$ cat config.mk
export PLATFORM = sky130hd
export DESIGN_NAME = set_state
export DESIGN_NICKNAME = d
export VERILOG_FILES = /design/src/verilog/icache_cfg_pkg.sv /design/src/verilog/set_state.sv
export SDC_FILE = /design/constraint.sdc
export NUM_CORES = 1
export LEC_CHECK = 0
export ABC_AREA = 1
export BUFFER_PORTS_ARGS = -buffer_cell sky130_fd_sc_hd__buf_2
export CAP_MARGIN = 10
export CELL_PAD_IN_SITES_DETAIL_PLACEMENT = 1
export CELL_PAD_IN_SITES_GLOBAL_PLACEMENT = 1
export CORE_UTILIZATION = 35
export CTS_CLUSTER_SIZE = 8
export DETAILED_ROUTE_END_ITERATION = 10
export PLACE_DENSITY_LB_ADDON = 0.1
export REMOVE_ABC_BUFFERS = 1
export SLEW_MARGIN = 25
export SYNTH_ARGS = -nofsm -noshare
export SYNTH_HDL_FRONTEND = slang
export SYNTH_SLANG_ARGS = --single-unit
export TNS_END_PERCENT = 1
$ cat constraint.sdc
create_clock -name clk -period 3.15 [get_ports clk]
set_clock_uncertainty 0.15 [all_clocks]
set_input_delay 0.4725 -clock clk [delete_from_list [all_inputs] [get_ports clk]]
set_output_delay 0.4725 -clock clk [all_outputs]
set_load 0.02 [all_outputs]
$ cat src/verilog/icache_cfg_pkg.sv
// Instruction cache geometry
package icache_cfg_pkg;

    // Fetch address and instruction widths.
    localparam int ADDR_W  = 32;
    localparam int WORD_W  = 32;

    // Two instructions per line.
    localparam int LINE_W  = 2 * WORD_W;

    // Address split, from the top bit down.
    localparam int TAG_W   = 23;
    localparam int INDEX_W = 6;

    localparam int NUM_SETS = 1 << INDEX_W;

    // Replacement age counters, one per way and set.
    localparam int AGE_W = 3;
    localparam logic [AGE_W-1:0] AGE_MAX = AGE_W'(7); // Saturation value.

    typedef logic [TAG_W-1:0]   tag_t;
    typedef logic [INDEX_W-1:0] index_t;
    typedef logic [LINE_W-1:0]  line_t;

    // Byte address as seen by the cache.
    typedef struct packed {
        tag_t       tag;
        index_t     index;
        logic       word_sel;  // Picks the upper word of the line when set.
        logic [1:0] byte_sel;  // Instructions are word aligned.
    } addr_fields_t;

endpackage

$ cat src/verilog/set_state.sv
// Valid bits and replacement ages
`timescale 1ns/10ps

module set_state (
    input  logic                   clk,
    input  logic                   i_rst_n,
    input  icache_cfg_pkg::index_t i_index,
    input  logic                   i_access,
    input  logic                   i_touch,
    input  logic                   i_touch_way,
    input  logic                   i_fill,
    output logic [1:0]             o_valid,
    output logic                   o_victim
);

    logic [1:0]                       valid_q [icache_cfg_pkg::NUM_SETS];
    logic [icache_cfg_pkg::AGE_W-1:0] age_q   [icache_cfg_pkg::NUM_SETS][2];

    always_ff @(posedge clk) begin
        if (!i_rst_n) begin
            for (int s = 0; s < icache_cfg_pkg::NUM_SETS; s++) begin
                valid_q[s]  <= '0;
                age_q[s][0] <= '0;
                age_q[s][1] <= '0;
            end
        end else begin
            // Every fetch ages every line in the cache.
            if (i_access) begin
                for (int s = 0; s < icache_cfg_pkg::NUM_SETS; s++) begin
                    for (int w = 0; w < 2; w++) begin
                        if (age_q[s][w] != icache_cfg_pkg::AGE_MAX) begin
                            age_q[s][w] <= age_q[s][w] + 1'b1;
                        end
                    end
                end
            end
            if (i_touch) begin
                age_q[i_index][i_touch_way] <= '0; // Most recently used.
            end
            if (i_fill) begin
                valid_q[i_index][i_touch_way] <= 1'b1;
            end
        end
    end

    assign o_valid = valid_q[i_index];

    // An empty way wins, then the older way, then way 0.
    always_comb begin
        if (!o_valid[0]) begin
            o_victim = 1'b0;
        end else if (!o_valid[1]) begin
            o_victim = 1'b1;
        end else begin
            o_victim = age_q[i_index][1] > age_q[i_index][0];
        end
    end

endmodule
==> reports/metrics.yaml, run 1 <==
worst_setup_path:
  worst-setup-path-type: "input pin to output pin"
  required_ns: 2.53
  slowest_stage: "o21ai_2"
  worstSetupStartpoint: "i_index[2]"
  cp_top_family: "buffers and inverters"
  r2r-start: "age_q[12][3]"
  crit_chain: "buf_12 -> clkinvlp_4 -> buf_4 -> buf_6 -> buf_4 -> buf_4 -> buf_12 -> a21oi_1 -> o21ai_2 -> nand4_1 -> nor2_1 -> ha_1 -> nand2_1 -> o21ai_2 -> nand2_2 -> nand2_1 -> nand2_2 -> inv_1 -> buf_6"
  slowest_delay_ns: 0.32
  cp_num_buf_inv: 9
  cp-start-kind: "input pin"
  cp_max_fo: 18
  end_kind: "output pin"
  cp_common_cell: "buf_4"
  critPathArrivalTime_ns: 2.95
placement:
  gp_congestion: 0.892
  hpwl_um: 80700
  port_buffers: 14
  postPlaceCellArea_um2: 31500
finish:
  fin_nets: 4777
  final_common_cell: "nand2_1"
  finish.instance_area_um2: 34100
  diodes: 0
  final_layout_size_suffix_gt1_frac: 0.0915
  area_growth_pct: 18.4
  layout_common_cells: "1,418 x nand2_1, 756 x inv_1, 552 x o21ai_0"
detailed_routing:
  route.detailed.drc: 0
  ant_nets: 0
  dr.pass1.iters: 5
  avgRoutedWirePerCell_um: 19.8
  viasPerCell: 5.05
  wl_um: 111000
  drt_iter0_markers: 1521
  via_count: 28200
logic_synthesis:
  netlist_area_um2: 28800
  postSynthCellCount: 4360
  synthDistinctLibCells: 29
  postSynthAreaPerCell_um2: 6.61
  ys_seq_area_frac: 0.356
  synth_seq_cells: 512
  ys_warn_count: 0
clock_network:
  root_buffer: "clkbuf_16"
  numCtsBuffers: 74
  h-tree-depth: 3
  clock_latency_ns: 0.63
  cts_tree: "done"
  hold_buffers: 0
  clk_pin_slew_worst_paths_ns: 0.05
  clock-sinks: 512
  cts_max_path_buffers: 3
grt:
  grt_pass1_wl_um: 169000
  grt_pass1_vias: 28200
  grt_util_met1: 0.362
  busiest_layer: "met2"
  grt_max_degree: 104
  gr-usage-met3: 0.0324
  grt_overflow: 0
  antenna_found_initial: 1
  grt_util_met2: 0.440
  grt_usage: 0.265
hold_path:
  hold_path.startpoint: "i_rst_n"
  hold_class: "input pin to flip-flop"
timing:
  tightest_slew_ns: 0.648
  finalWorstSetupSlack_ns: -0.426
  final.setup.tns_ns: -0.426
  post-route-period-util: 1.14
  rsz0062_at_grt: "yes"
  max_freq_mhz: 280
  max-slew-margin-rel: 0.568
  fin_crit_ns: 3.58
  drv_slew: 0
  hold_viol: 0
  finalSetupViolCount: 1
floorplan:
  io-pin-count: 15
  rows: 104
  core-area_um2: 80900
  dieArea_um2: 83400
  start_util: 0.356
  die_w_um: 289
  die_y_um: 289
power:
  seqPwrFrac: 0.436
  p_sw_mw: 6.12
  pwr-share-comb: 0.178
  pwr-share-clk: 0.386
  total_power_mw: 19.1
  pwr_density_cell_nw_per_um2: 560
  peakVddDrop_mv: 0.344
  switching_share: 0.320
  p_int_mw: 13.0
  p_leak_nw: 17.0
outcome:
  violations: "negative setup slack"
  status: "finished, violations left"
job:
  cap_viol_max_count: 0
## worst register-to-register path, delay by kind of cell (launching register included)
kind                     cells  cell delay, ns
adder cells (fa/ha/maj)      2            0.46
AO/OA/AOI/OAI                2            0.52
flip-flops                   1            0.39
AND/OR/NAND/NOR              1            0.09
buffers and inverters        1            0.04
## kinds of logic after synthesis
kind of cell | after synthesis | share of synthesized area
and+or+nand+nor | 1771 | 0.243
buffers and inverters | 937 | 0.125
AOI/OAI and AO/OA | 869 | 0.159
DFF | 512 | 0.356
adders and majority gates | 259 | 0.113
muxes | 12 | 0.00417
## state kept, by name, summed over array words and instances, names as in the netlist
signal   count
age_q      384
valid_q    128
## worst paths after layout
check | endpoint | slack, ns | cells past startpoint
min reg2reg | valid_q[61][1] | 0.30 | 2
max reg2reg | age_q[12][5] | 1.40 | 6
max | o_victim | -0.43 | 19
min | valid_q[15][1] | 0.1 | 3
## power groups by stage
stage / registers, mW / clock network [mW] / logic (mW)
floorplan: 7.96 / 0 / 2.07
global route: 8.42 / 7.80 / 3.93
finish: 8.33 / 7.38 / 3.40
detailed placement: 8.44 / 0 / 3.28
global placement: 8.45 / 0 / 3.16
CTS: 8.32 / 7.55 / 3.34
## cell usage after synthesis, drive strengths merged
master,number,area [um2]
nand2,1432,5380
inv,780,2940
o21ai,620,3100
dfxtp,512,10200
ha,259,3240
nor2,242,998
o22ai,120,751
a21oi,95,475
clkbuf,85,319
buf,70,345
nand3,61,310
a22oi,32,240
nand4,19,119
mux2i,12,120
nor3,10,144
nand3b,5,37.5
clkinv,2,7.51
or2,2,12.5
o2111ai,1,8.76
o211ai,1,7.51
## routing by layer
layer,up-vias,part of all wire
met5,-,0
met4,0,0.023
met3,148,0.040
met2,450,0.46
met1,13600,0.48
li1,14000,-
## per-stage QoR
step                      hold slack, ns  utilization  setup WS [ns]  cells
after global routing              0.0986        0.421         -0.527   5576
after global placement             0.290        0.389         -0.838   5467
after detailed placement           0.298        0.389         -0.846   5467
after CTS                         0.0648        0.416         -0.406   5559
final                             0.0968        0.421         -0.426   5576
after floorplan                    0.277            -         -0.886   4205
## timing repair
item | CTS | global route
gates cloned | 1 | 4
pin swaps | 12 | 25
setup buffers | 6 | 13
gates resized for setup | 54 | 64
endpoints found under the setup margin | 3 | 3
## area by class of cell
class                           instances  area, um2
Multi-Input combinational cell       2911      15200
Sequential cell                       512      10300
Tap cell                             1060       1330
Clock buffer                           84       1960
Fill cell                           10400      46800
Clock inverter                          2       17.5
Timing Repair Buffer                  225       2380
Inverter                              782       2970
Note: power is estimated with default switching activity, not from simulation.
==> run 2, diff against run 1 <==
CORE_MARGIN = 1.5   (was default)
==> reports/metrics.yaml, run 2 (synthesized netlist as in run 1, its figures left out) <==
outcome:
  status: "finished, violations left"
  violations: "negative setup slack"
clock_network:
  clock-sinks: 512
  numCtsBuffers: 75
  cts_max_path_buffers: 3
  clk_pin_slew_worst_paths_ns: 0.05
  h-tree-depth: 3
  cts_tree: "done"
  clock_latency_ns: 0.62
  root_buffer: "clkbuf_16"
power:
  peakVddDrop_mv: 0.368
  total_power_mw: 19.0
  p_int_mw: 13.0
  pwr-share-comb: 0.179
  switching_share: 0.314
  pwr_density_cell_nw_per_um2: 557
  seqPwrFrac: 0.433
  pwr-share-clk: 0.387
  p_sw_mw: 5.97
  p_leak_nw: 17.0
timing:
  max_freq_mhz: 281
  rsz0062_at_grt: "yes"
  tightest_slew_ns: 0.832
  final.setup.tns_ns: -0.413
  fin_crit_ns: 3.56
  drv_slew: 0
  hold_viol: 0
  max-slew-margin-rel: 0.445
  finalSetupViolCount: 1
  post-route-period-util: 1.13
  finalWorstSetupSlack_ns: -0.413
grt:
  antenna_found_initial: 1
  grt_pass1_wl_um: 167000
  grt_usage: 0.258
  grt_overflow: 0
  grt_pass1_vias: 28100
  grt_max_degree: 96
worst_setup_path:
  worst-setup-path-type: "input pin to output pin"
  required_ns: 2.53
  rr_worst_depth: 9
  r2r-start: "age_q[23][4]"
  critPathArrivalTime_ns: 2.94
  cp_max_fo: 6
  cp-start-kind: "input pin"
  end_kind: "output pin"
  r2r_setup_slack_ns: 1.45
  worstReg2RegEnd: "age_q[23][4]"
detailed_routing:
  via_count: 28200
  avgRoutedWirePerCell_um: 19.6
  wl_um: 110000
  viasPerCell: 5.03
  route.detailed.drc: 0
  ant_nets: 0
  dr.pass1.iters: 5
  drt_iter0_markers: 1613
placement:
  port_buffers: 14
  hpwl_um: 80400
  dp.cells: 5499
  pre_cts_slack_ns: -0.670
  gp_congestion: 0.890
finish:
  largestRegisters: "age_q x384, valid_q x128"
  final_layout_size_suffix_gt1_frac: 0.0974
  final_common_cell: "nand2_1"
  n_fill_cell: 10600
  largest_register: "age_q"
  diodes: 0
  layout_common_cells: "1,408 x nand2_1, 754 x inv_1, 548 x o21ai_0"
  final-instance-count-excl-fill: 5600
  area_growth_pct: 18.5
  fin_nets: 4790
  fin_util: 0.418
  largest_reg_flops: 384
floorplan:
  core-area_um2: 81700
  start_util: 0.352
  die_w_um: 290
  rows: 105
  die_y_um: 290
  dieArea_um2: 84000
  io-pin-count: 15
hold_path:
  hold_end: "valid_q[63][0]"
  hold_class: "input pin to flip-flop"
  holdPathStages: 3
  hold_path.startpoint: "i_rst_n"
job:
  cap_viol_max_count: 0
## run 2: cell count changes in the layout (fill, tap and decap cells not counted), moves of 5 or more
cell / change
nand2_1: -10
a22oi_1: +9
a22oi_2: -9
buf_4: +22
nor2_2: +6
nand2_2: +8
nor2_1: -6
buf_8: -5
## run 2: layer usage
layer,part of all wire,track usage
met1,0.48,0.351
met2,0.44,0.419
met3,0.044,0.0331
met4,0.034,0.0881
met5,0,0
## run 2: worst max-delay path, stage by stage
cell	delay, ns
buf_12	0.10
clkinvlp_4	0.23
nand3_4	0.24
buf_12	0.18
buf_12	0.12
o22ai_1	0.06
nor2_1	0.09
nand2_1	0.09
nand2_1	0.08
nand4_1	0.22
nor2_2	0.22
ha_4	0.25
a21oi_4	0.14
o21ai_4	0.08
nand2_4	0.08
nand2_2	0.05
nand2_2	0.06
inv_2	0.04
buf_6	0.12
## run 2: stage by stage
stage | cell area (um2) | hold WS, ns
global placement | 31600 | 0.289
global route | 34100 | 0.128
detailed placement | 31600 | 0.298
floorplan | 28100 | 0.277
finish | 34100 | 0.0989
CTS | 33900 | 0.0796
## run 2: layout make-up
type                    instances  area (um2)  area share
flip-flops and latches        512       10300       0.300
clock buffers                  85        1980      0.0579
multi-input cells            2911       15300       0.447
inverters                     782        2970      0.0870
well taps                    1070        1340      0.0392
clock inverters                 3        26.3    0.000770
repair buffers                237        2310      0.0677
## run 2: how the worst max path moves through the flow
| stage | from | end | slack [ns] | cells past startpoint |
|---|---|---|---|---|
| 2_1_floorplan | i_index[1] | o_victim | -0.89 | 15 |
| 3_3_place_gp | i_index[0] | o_victim | -0.60 | 19 |
| 3_5_place_dp | i_index[0] | o_victim | -0.67 | 19 |
| 4_1_cts | age_q[56][4] | o_victim | -0.39 | 19 |
| 5_1_grt | i_index[2] | o_victim | -0.54 | 20 |
| 6_report | i_index[2] | o_victim | -0.41 | 19 |
## run 2: repair_timing
action                     CTS  global route
buffers inserted             3             8
pin swaps                   19            34
cloned                       3             0
setup endpoints to repair    3             3
resized for setup           69            50
hold buffers                 0             0
## run 2: power groups by stage
stage          registers [mW]  logic, mW  clock network [mW]
2_1_floorplan            7.96       2.07                   0
3_3_place_gp             8.34       3.18                   0
3_5_place_dp             8.34       3.28                   0
4_1_cts                  8.22       3.37                7.57
5_1_grt                  8.32       3.94                7.78
6_report                 8.23       3.41                7.36
