### config.mk
export PLATFORM = sky130hd
export DESIGN_NAME = icache_ctrl
export DESIGN_NICKNAME = d
export VERILOG_FILES = /design/src/verilog/icache_cfg_pkg.sv /design/src/verilog/icache_bus_pkg.sv /design/src/verilog/icache_ctrl.sv
export SDC_FILE = /design/constraint.sdc
export NUM_CORES = 1
export LEC_CHECK = 0
export ABC_AREA = 1
export ABC_CLOCK_PERIOD_IN_PS = 3000
export BUFFER_PORTS_ARGS = -buffer_cell sky130_fd_sc_hd__buf_2
export CORE_AREA = 2 2 171 173
export CTS_CLUSTER_SIZE = 16
export DETAILED_ROUTE_END_ITERATION = 16
export DIE_AREA = 0 0 173 175
export SYNTH_ARGS = -nofsm -noshare
export SYNTH_HDL_FRONTEND = slang
export SYNTH_SLANG_ARGS = --single-unit
### constraint.sdc
create_clock -name clk -period 3 [get_ports clk]
set_clock_uncertainty 0.15 [all_clocks]
set_input_delay 0.15 -clock clk [delete_from_list [all_inputs] [get_ports clk]]
set_output_delay 0.15 -clock clk [all_outputs]
set_load 0.005 [all_outputs]
### src/verilog/icache_cfg_pkg.sv
// Instruction cache geometry
package icache_cfg_pkg;

    // Fetch address and instruction widths.
    localparam int ADDR_W  = 32;
    localparam int WORD_W  = 32;

    // Two instructions per line.
    localparam int LINE_W  = 2 * WORD_W;

    // Address split, from the top bit down.
    localparam int TAG_W   = 23;
    localparam int INDEX_W = 6;

    localparam int NUM_SETS = 1 << INDEX_W;

    // Replacement age counters, one per way and set.
    localparam int AGE_W = 3;
    localparam logic [AGE_W-1:0] AGE_MAX = AGE_W'(7); // Saturation value.

    typedef logic [TAG_W-1:0]   tag_t;
    typedef logic [INDEX_W-1:0] index_t;
    typedef logic [LINE_W-1:0]  line_t;

    // Byte address as seen by the cache.
    typedef struct packed {
        tag_t       tag;
        index_t     index;
        logic       word_sel;  // Picks the upper word of the line when set.
        logic [1:0] byte_sel;  // Instructions are word aligned.
    } addr_fields_t;

endpackage

### src/verilog/icache_bus_pkg.sv
// Instruction cache port bundles
package icache_bus_pkg;

    // Returned instruction; valid is a single-cycle pulse.
    typedef struct packed {
        logic [icache_cfg_pkg::WORD_W-1:0] instr;
        logic                              valid;
    } fetch_rsp_t;

    // Line fill request; req is held until the response pulse.
    typedef struct packed {
        logic                              req;
        logic [icache_cfg_pkg::ADDR_W-1:0] addr;  // Line aligned, low three bits zero.
    } mem_req_t;

    // Line fill response.
    typedef struct packed {
        icache_cfg_pkg::line_t data;  // Even word in the lower half.
        logic                  valid;
    } mem_rsp_t;

endpackage

### src/verilog/icache_ctrl.sv
// Instruction cache controller
`timescale 1ns/10ps

module icache_ctrl (
    input  logic                              clk,
    input  logic                              i_rst_n,

    input  logic                              i_fetch_req,
    input  logic [icache_cfg_pkg::ADDR_W-1:0] i_fetch_addr,
    output icache_bus_pkg::fetch_rsp_t        o_fetch,
    output logic                              o_busy,

    output icache_bus_pkg::mem_req_t          o_mem,
    input  icache_bus_pkg::mem_rsp_t          i_mem,

    output icache_cfg_pkg::index_t            o_index,
    output icache_cfg_pkg::tag_t              o_tag_wdata,
    output icache_cfg_pkg::line_t             o_line_wdata,
    output logic [1:0]                        o_we,
    input  icache_cfg_pkg::tag_t              i_tag0,
    input  icache_cfg_pkg::tag_t              i_tag1,
    input  icache_cfg_pkg::line_t             i_line0,
    input  icache_cfg_pkg::line_t             i_line1,

    output logic                              o_access,
    output logic                              o_touch,
    output logic                              o_touch_way,
    output logic                              o_fill,
    input  logic [1:0]                        i_valid,
    input  logic                              i_victim
);

    typedef enum logic [4:0] {
        S_IDLE    = 5'b00001,
        S_LOOKUP  = 5'b00010,
        S_COMPARE = 5'b00100,
        S_MISS    = 5'b01000,
        S_REFILL  = 5'b10000
    } state_t;

    state_t                       state;
    state_t                       state_nxt;
    icache_cfg_pkg::addr_fields_t addr_q;
    logic                         accept;
    logic                         hit0;
    logic                         hit1;
    logic                         hit;
    icache_cfg_pkg::line_t        hit_line;

    assign accept = (state == S_IDLE) && i_fetch_req; // Strobes while busy are dropped.

    always_ff @(posedge clk) begin
        if (accept) begin
            addr_q <= i_fetch_addr;
        end
    end

    always_ff @(posedge clk) begin
        if (!i_rst_n) begin
            state <= S_IDLE;
        end else begin
            state <= state_nxt;
        end
    end

    always_comb begin
        state_nxt = state;
        case (state)
            S_IDLE: begin
                if (accept) begin
                    state_nxt = S_LOOKUP;
                end
            end
            S_LOOKUP: begin
                state_nxt = S_COMPARE; // RAM read is in flight.
            end
            S_COMPARE: begin
                if (hit) begin
                    state_nxt = S_IDLE;
                end else begin
                    state_nxt = S_MISS;
                end
            end
            S_MISS: begin
                if (i_mem.valid) begin
                    state_nxt = S_REFILL;
                end
            end
            S_REFILL: begin
                state_nxt = S_LOOKUP; // The read beside the write saw stale data.
            end
            default: begin
                state_nxt = S_IDLE;
            end
        endcase
    end

    // Tags and valid bits both belong to the latched index.
    assign hit0 = i_valid[0] && (i_tag0 == addr_q.tag);
    assign hit1 = i_valid[1] && (i_tag1 == addr_q.tag);
    assign hit  = hit0 || hit1;

    assign hit_line = hit0 ? i_line0 : i_line1;

    always_comb begin
        o_fetch.valid = (state == S_COMPARE) && hit;
        if (addr_q.word_sel) begin
            o_fetch.instr = hit_line[icache_cfg_pkg::LINE_W-1:icache_cfg_pkg::WORD_W];
        end else begin
            o_fetch.instr = hit_line[icache_cfg_pkg::WORD_W-1:0];
        end
    end

    assign o_busy = (state != S_IDLE);

    // Request rises with the miss decision and holds through the response.
    assign o_mem.req  = ((state == S_COMPARE) && !hit) || (state == S_MISS);
    assign o_mem.addr = {addr_q.tag, addr_q.index, 3'b000};

    assign o_index      = addr_q.index;
    assign o_tag_wdata  = addr_q.tag;
    assign o_line_wdata = i_mem.data;

    assign o_fill = (state == S_MISS) && i_mem.valid;
    assign o_we   = {o_fill && i_victim, o_fill && !i_victim};

    assign o_access    = accept;
    assign o_touch     = o_fetch.valid || o_fill;
    assign o_touch_way = o_fill ? i_victim : hit1 && !hit0;

endmodule

==> results of run 1 <==
-- cell usage in the layout, fill, tap and decap left out, drive strengths merged --
| cell type | n |
|---|---|
| buf | 318 |
| a21oi | 2 |
| edfxtp | 30 |
| bufinv | 1 |
| dfxtp | 5 |
| o21ai | 3 |
| xnor2 | 1 |
| conb | 3 |
| a41oi | 1 |
| nand3 | 69 |
| nand3b | 1 |
| nor3 | 2 |
| and3 | 1 |
| nor2 | 60 |
| clkbuf | 5 |
| nand2 | 264 |
| clkinv | 2 |
| diode | 1 |
| xor2 | 3 |
| or2 | 1 |
| nand4 | 77 |
| inv | 213 |
| nor3b | 1 |
| dlygate4sd3 | 31 |
-- per-layer routing --
layer	routed length, microns	part of all wire	GRT usage
met1	7650	0.34	0.136
met2	11400	0.51	0.259
met3	2280	0.10	0.0507
met4	845	0.038	0.0561
met5	11	0.00050	0
-- layout make-up --
class | instances | area (sq um)
fillers | 3266 | 21800
multi-input cells | 489 | 2200
repair buffers | 349 | 1970
flip-flops and latches | 35 | 1000
inverters | 213 | 800
well taps | 384 | 480
clock buffers | 5 | 125
clock inverters | 3 | 43.8
diodes | 1 | 2.50
-- per-stage QoR --
step	setup WS, ns	total power [mW]	instances
after floorplan	0.308	1.30	897
after global placement	0.508	1.54	1439
after detailed placement	0.520	1.55	1439
after CTS	0.204	2.21	1478
after global routing	0.0849	2.35	1478
final	0.267	2.19	1479
-- sequential cells by signal, summed over array words and instances (netlist names) --
signal       cells
addr_q           1
o_index          6
o_tag_wdata     23
state            5
-- logic make-up after synthesis --
family	count (synthesis)	share of synthesized area
and+or+nand+nor	476	0.410
buffers and inverters	373	0.379
DFF	35	0.197
AOI/OAI and AO/OA	6	0.00665
xor gates and xnor gates	4	0.00690
other	1	0.000739
-- worst max-delay path, delay by kind of cell (launching register included) --
kind / cells / cell delay [ns]
simple gates: 9 / 1.12
flops: 1 / 0.53
buf+inv: 3 / 0.50
-- synth_stat cells --
| library cell | instances |
|---|---|
| edfxtp_1 | 30 |
| buf_2 | 22 |
| buf_1 | 3 |
| conb_1 | 1 |
| a41oi_1 | 1 |
| buf_6 | 3 |
| o21ai_1 | 1 |
| nand3_1 | 69 |
| nor2_1 | 60 |
| nand2_1 | 264 |
| nand3b_1 | 1 |
| or2_2 | 1 |
| xor2_1 | 3 |
| xnor2_1 | 1 |
| buf_4 | 126 |
| inv_2 | 5 |
| o21ai_0 | 2 |
| dfxtp_1 | 5 |
| nor3b_1 | 1 |
| clkbuf_1 | 6 |
| a21oi_1 | 2 |
| nand4_1 | 77 |
| inv_1 | 208 |
| and3_1 | 1 |
| nor3_1 | 2 |
-- worst paths after layout --
path                                       from             end  slack [ns]  cells after the start
worst max-delay path            o_tag_wdata[11]      o_fetch[6]        0.27                     12
worst min-delay path                   i_mem[0]        state[3]       0.008                      3
worst max register to register         state[2]  o_tag_wdata[5]        0.97                      8
worst min register to register         state[1]        state[2]        0.39                      2
-- power groups by stage --
stage                     clock network (mW)  registers (mW)  logic (mW)
after floorplan                            0           0.675       0.622
after global placement                     0           0.692       0.850
after detailed placement                   0           0.695       0.856
after CTS                              0.632           0.685       0.892
after global routing                   0.647           0.698        1.00
final                                  0.620           0.685       0.890
==> summary.md, run 1 <==
| Metric | Value |
|---|---|
| Status | `completed` |
| Postcts setup bufs | `0` |
| Share of cells above drive strength 1 | `0.308` |
| PortBufs | `slightly above 300` |
| Worst-path fanout max | `14` |
| H-Tree Depth | `2` |
| Maximum clock path buffer count | `2` |
| Final min period | `2.73 ns` |
| Yosys reg bits | `35` |
| Final wirelength | `22200 microns` |
| Setup tns final | `0 ns` |
| Routed vias | `between 5000 and 6000` |
| Worst-path clk slew | `0.06 ns` |
| Critical Path End Type | `primary output` |
| Critical path cell sequence | `inv_1, nand2_1, nand2_1, nor2_1, nand2_1, nor2_4, nand3_2, buf_4, nand2_1, nand3_1, nand2_1, buf_2` |
| Design Area, Final | `0.00662 sq mm` |
| Seq pwr share | `0.312` |
| WS Path Type | `register to primary output` |
| Syn-to-layout area delta | `30.4%` |
| Wirelength per Cell | `roughly 15 microns` |
| Static leakage | `4.16 nW` |
| Arrival time worst endpoint | `2.43 ns` |
| DRC Markers | `0` |
| Net switching power figure | `799 uW` |
| Vias/cell | `4.02` |
| Final setup vio count | `0` |
| Int Pwr | `1.40 mW` |
| Main area contributors after synthesis | `nand2_1 (20%), buf_4 (19%), edfxtp_1 (18%), inv_1 (15%), nand4_1 (9.5%)` |
| Critical-path top delay cell | `edfxtp_1` |
| Clock Sinks | `35` |
| Slew Limit Fails | `0` |
| Switching Fraction | `0.364` |
| Synth area leader | `nand2_1` |
| Syn Area/Cell | `5.67 sq um` |
| Full die area | `0.0303 sq mm` |
| CTS Hold Buffers Added | `31` |
| Final #Nets | `1370` |
| CP Data Required Time | `around 2.7 ns` |
| DRT iter0 DRCs | `342` |
| Remaining Overflow, GRT | `0` |
| RD Place Congestion | `0.917` |
| CP Launch Type | `register` |
| Vias in the first global route | `5618` |
| Power Density | `approximately 330 mW/mm^2` |
| Final core utilization | `0.233` |
| Most frequent CP cell | `nand2_1` |
| Starting Density | `0.179` |
| Fmax | `366 MHz` |
| Die X | `173 microns` |
| Core ar. | `0.0284 sq mm` |
| Cts repair resizes | `0` |
| Clock network power share | `0.282` |
| Antenna-violating nets left | `0` |
| Comb pwr share | `0.406` |
| Synth Cell Area | `0.00508 sq mm` |
| Unrepaired setup endpoints after global routing | `false` |
| Total GRT Usage | `0.137` |
| First-pass DRT Iterations | `4` |
| Post-synth top area share | `0.195` |
| Hold WS | `between 0.007 and 0.008 ns` |
| Post-DP Area | `about 0.0061 sq mm` |
| Largest stage delay, worst path | `approximately 0.53 ns` |
| Cts bufs inserted | `5` |
| Initial antenna violation count | `3` |
| Tightest Hold Check Type | `primary input to register` |
| Largest net degree at the start of global routing | `65` |
| Row cnt | `between 60 and 70` |
| Max_cap viols | `0` |
| CTS tree | `done` |
| Ports | `443` |
| Synth unique cells | `25` |
| Skew-Pair Late Insertion Delay | `approximately 0.29 ns` |
| Seq/Total Area, Yosys | `0.197` |
| Peak VDD IR | `269 uV` |
| Period Utilization, post-route | `0.911` |
| Syn Inst Count | `895` |
| Warnings from Yosys | `0` |
| First-pass GRT wire length | `roughly 32000 microns` |
| Post-DP HPWL | `18300 microns` |
| Fin. Hold Viols | `0` |
| Clock Tree Root | `clkbuf_16` |
| Die Ht | `175 microns` |
No activity file was read; power rests on OpenSTA's default activity.
==> run 2: changes to the inputs <==
--- a/config.mk
+++ b/config.mk
@@ -8,10 +8,12 @@
 export ABC_AREA = 1
 export ABC_CLOCK_PERIOD_IN_PS = 3000
 export BUFFER_PORTS_ARGS = -buffer_cell sky130_fd_sc_hd__buf_2
-export CORE_AREA = 2 2 171 173
+export CELL_PAD_IN_SITES_DETAIL_PLACEMENT = 1
+export CELL_PAD_IN_SITES_GLOBAL_PLACEMENT = 2
+export CORE_UTILIZATION = 17
 export CTS_CLUSTER_SIZE = 16
 export DETAILED_ROUTE_END_ITERATION = 16
-export DIE_AREA = 0 0 173 175
+export PLACE_DENSITY_LB_ADDON = 0.1
 export SYNTH_ARGS = -nofsm -noshare
 export SYNTH_HDL_FRONTEND = slang
 export SYNTH_SLANG_ARGS = --single-unit
==> summary.md, run 2 (synthesized netlist as in run 1, its figures left out) <==
| Metric | Value |
|---|---|
| Full die area | `0.0306 sq mm (+0.95%)` |
| First-pass DRT Iterations | `4 (unchanged)` |
| Int Pwr | `1.31 mW (-6.0%)` |
| Die X | `175 microns (+1.1%)` |
| CTS tree | `done` |
| Status | `completed` |
| Tightest Hold Check Type | `primary input to register` |
| Share of cells above drive strength 1 | `0.306 (-0.00183)` |
| Cts bufs inserted | `5 (unchanged)` |
| Final #Nets | `1370 (unchanged)` |
| Wirelength per Cell | `15.8 microns (+5.2%)` |
| Switching Fraction | `0.385 (+0.0215)` |
| Slew Limit Fails | `0 (unchanged)` |
| Largest register FFs | `23 (unchanged)` |
| Max_cap viols | `0 (unchanged)` |
| Remaining Overflow, GRT | `0 (unchanged)` |
| Arrival time worst endpoint | `2.28 ns (-0.15 ns)` |
| DRT iter0 DRCs | `193 (-44%)` |
| Period Utilization, post-route | `0.859 (-0.0518)` |
| Worst-path clk slew | `0.06 ns (about the same)` |
| Final min period | `2.58 ns (-0.155 ns)` |
| Ports | `443 (unchanged)` |
| Post-Place Worst Slack | `0.739 ns (+0.220 ns)` |
| Final worst setup slack | `0.422 ns (+0.155 ns)` |
| Final setup vio count | `0 (unchanged)` |
| Starting Density | `0.175 (-0.00383)` |
| Syn-to-layout area delta | `30.0%` |
| Clock network power share | `0.258 (-0.024)` |
| Skew-Pair Late Insertion Delay | `0.29 ns (about the same)` |
| Antenna-violating nets left | `0 (unchanged)` |
| Fmax | `388 MHz (+6.0%)` |
| Clock Tree Root | `clkbuf_16` |
| Routed vias | `5789 (-2.6%)` |
| Total GRT Usage | `0.149 (+0.0118)` |
| Maximum clock path buffer count | `2 (unchanged)` |
| Unrepaired setup endpoints after global routing | `false` |
| Clock Sinks | `35 (unchanged)` |
| Largest net degree at the start of global routing | `68 (+4.6%)` |
| Peak VDD IR | `182 uV (-32%)` |
| Post-DP Area | `0.00613 sq mm (-0.12%)` |
| Seq pwr share | `0.321 (+0.009)` |
| Core ar. | `0.0290 sq mm (+2.2%)` |
| PortBufs | `309 (unchanged)` |
| Die Ht | `175 microns (-0.10%)` |
| Critical Path End Type | `primary output` |
| Net switching power figure | `823 uW (+3.0%)` |
| Static leakage | `4.14 nW (-0.30%)` |
| First-pass GRT wire length | `35000 microns (+8.0%)` |
| Final core utilization | `0.228 (-0.00572)` |
| Postcts setup bufs | `0 (unchanged)` |
| Comb pwr share | `0.420 (+0.014)` |
| Design Area, Final | `0.00660 sq mm (-0.32%)` |
| Row cnt | `62 (unchanged)` |
| H-Tree Depth | `2 (unchanged)` |
| CP Launch Type | `register` |
| Worst-path fanout max | `64 (+50)` |
| Initial antenna violation count | `2 (-1)` |
| RD Place Congestion | `0.764 (-17%)` |
| Most frequent cells in the layout | `buf_2 (309), nand2_1 (264), inv_1 (208), nand4_1 (77), nand3_1 (68)` |
| Setup tns final | `0 ns (unchanged)` |
| Vias in the first global route | `5920 (+5.4%)` |
| CP Data Required Time | `2.70 ns (about the same)` |
| WS Path Type | `register to primary output` |
| Post-DP HPWL | `19000 microns (+3.7%)` |
| Vias/cell | `3.91 (-2.7%)` |
| Fin. Hold Viols | `0 (unchanged)` |
| Power Density | `323 mW/mm^2 (-2.4%)` |
| Commonest non-fill, non-tap cell in the layout | `buf_2` |
| DRC Markers | `0 (unchanged)` |
| Final wirelength | `23300 microns (+5.3%)` |
-- run 2: changes by cell type in the layout (fill, tap and decap cells not counted), sizes merged --
cell	previous run	this run
buf	318	317
diode	1	2
bufinv	1	0
clkbuf	5	6
dlygate4sd3	31	32
-- run 2: metal layers --
layer	wire length, microns	track usage	vias to the layer above
li1	-	-	2983
met1	10100	0.184	2597
met2	11700	0.269	175
met3	1300	0.0307	32
met4	222	0.0232	2
met5	10	0	-
-- run 2: repair_timing --
action	CTS	global route
gates resized for setup	0	0
hold buffers	32	0
hold endpoints to repair	32	0
-- run 2: layout make-up --
cell class                 instances  area [sq um]
antenna                            2          5.00
clock buffer                       6           129
clock inverter                     2          13.8
fill                            3795         22400
inverter                         213           800
multi-input combinational        489          2200
sequential                        35          1000
tap                              384           480
timing repair buffer             349          1980
-- run 2: metrics by stage --
step / hold slack (ns) / instances / power [mW]
2_1_floorplan: 0.0989 / 897 / 1.30
3_3_place_gp: 0.150 / 1438 / 1.59
3_5_place_dp: 0.150 / 1438 / 1.59
4_1_cts: 0.131 / 1478 / 2.20
5_1_grt: 0.150 / 1478 / 2.32
6_report: 0.136 / 1480 / 2.13
-- run 2: power groups by stage --
stage          Combinational, mW  Sequential [mW]  Clock (mW)
6_report                   0.897            0.686       0.552
2_1_floorplan              0.622            0.675           0
5_1_grt                     1.03            0.700       0.587
3_3_place_gp               0.893            0.698           0
4_1_cts                    0.929            0.690       0.583
3_5_place_dp               0.893            0.700           0
-- run 2: path summary, 6_finish.rpt --
check | from | endpoint | slack [ns] | depth (start not counted)
setup / recovery | o_tag_wdata[5] | o_fetch[11] | 0.42 | 10
hold / removal | i_fetch_req | state[1] | 0.14 | 5
setup reg to reg | state[2] | o_tag_wdata[7] | 0.99 | 8
hold reg to reg | state[1] | state[2] | 0.38 | 2
-- run 2: critical path, cell delays in order (launching register included) --
cell,delay [ns]
edfxtp_1,0.45
nand2_1,0.16
nand2_1,0.07
nor2_1,0.17
nand2_1,0.12
nor2_4,0.17
buf_12,0.30
nand4_1,0.15
nand3_1,0.15
nand2_1,0.07
buf_2,0.12
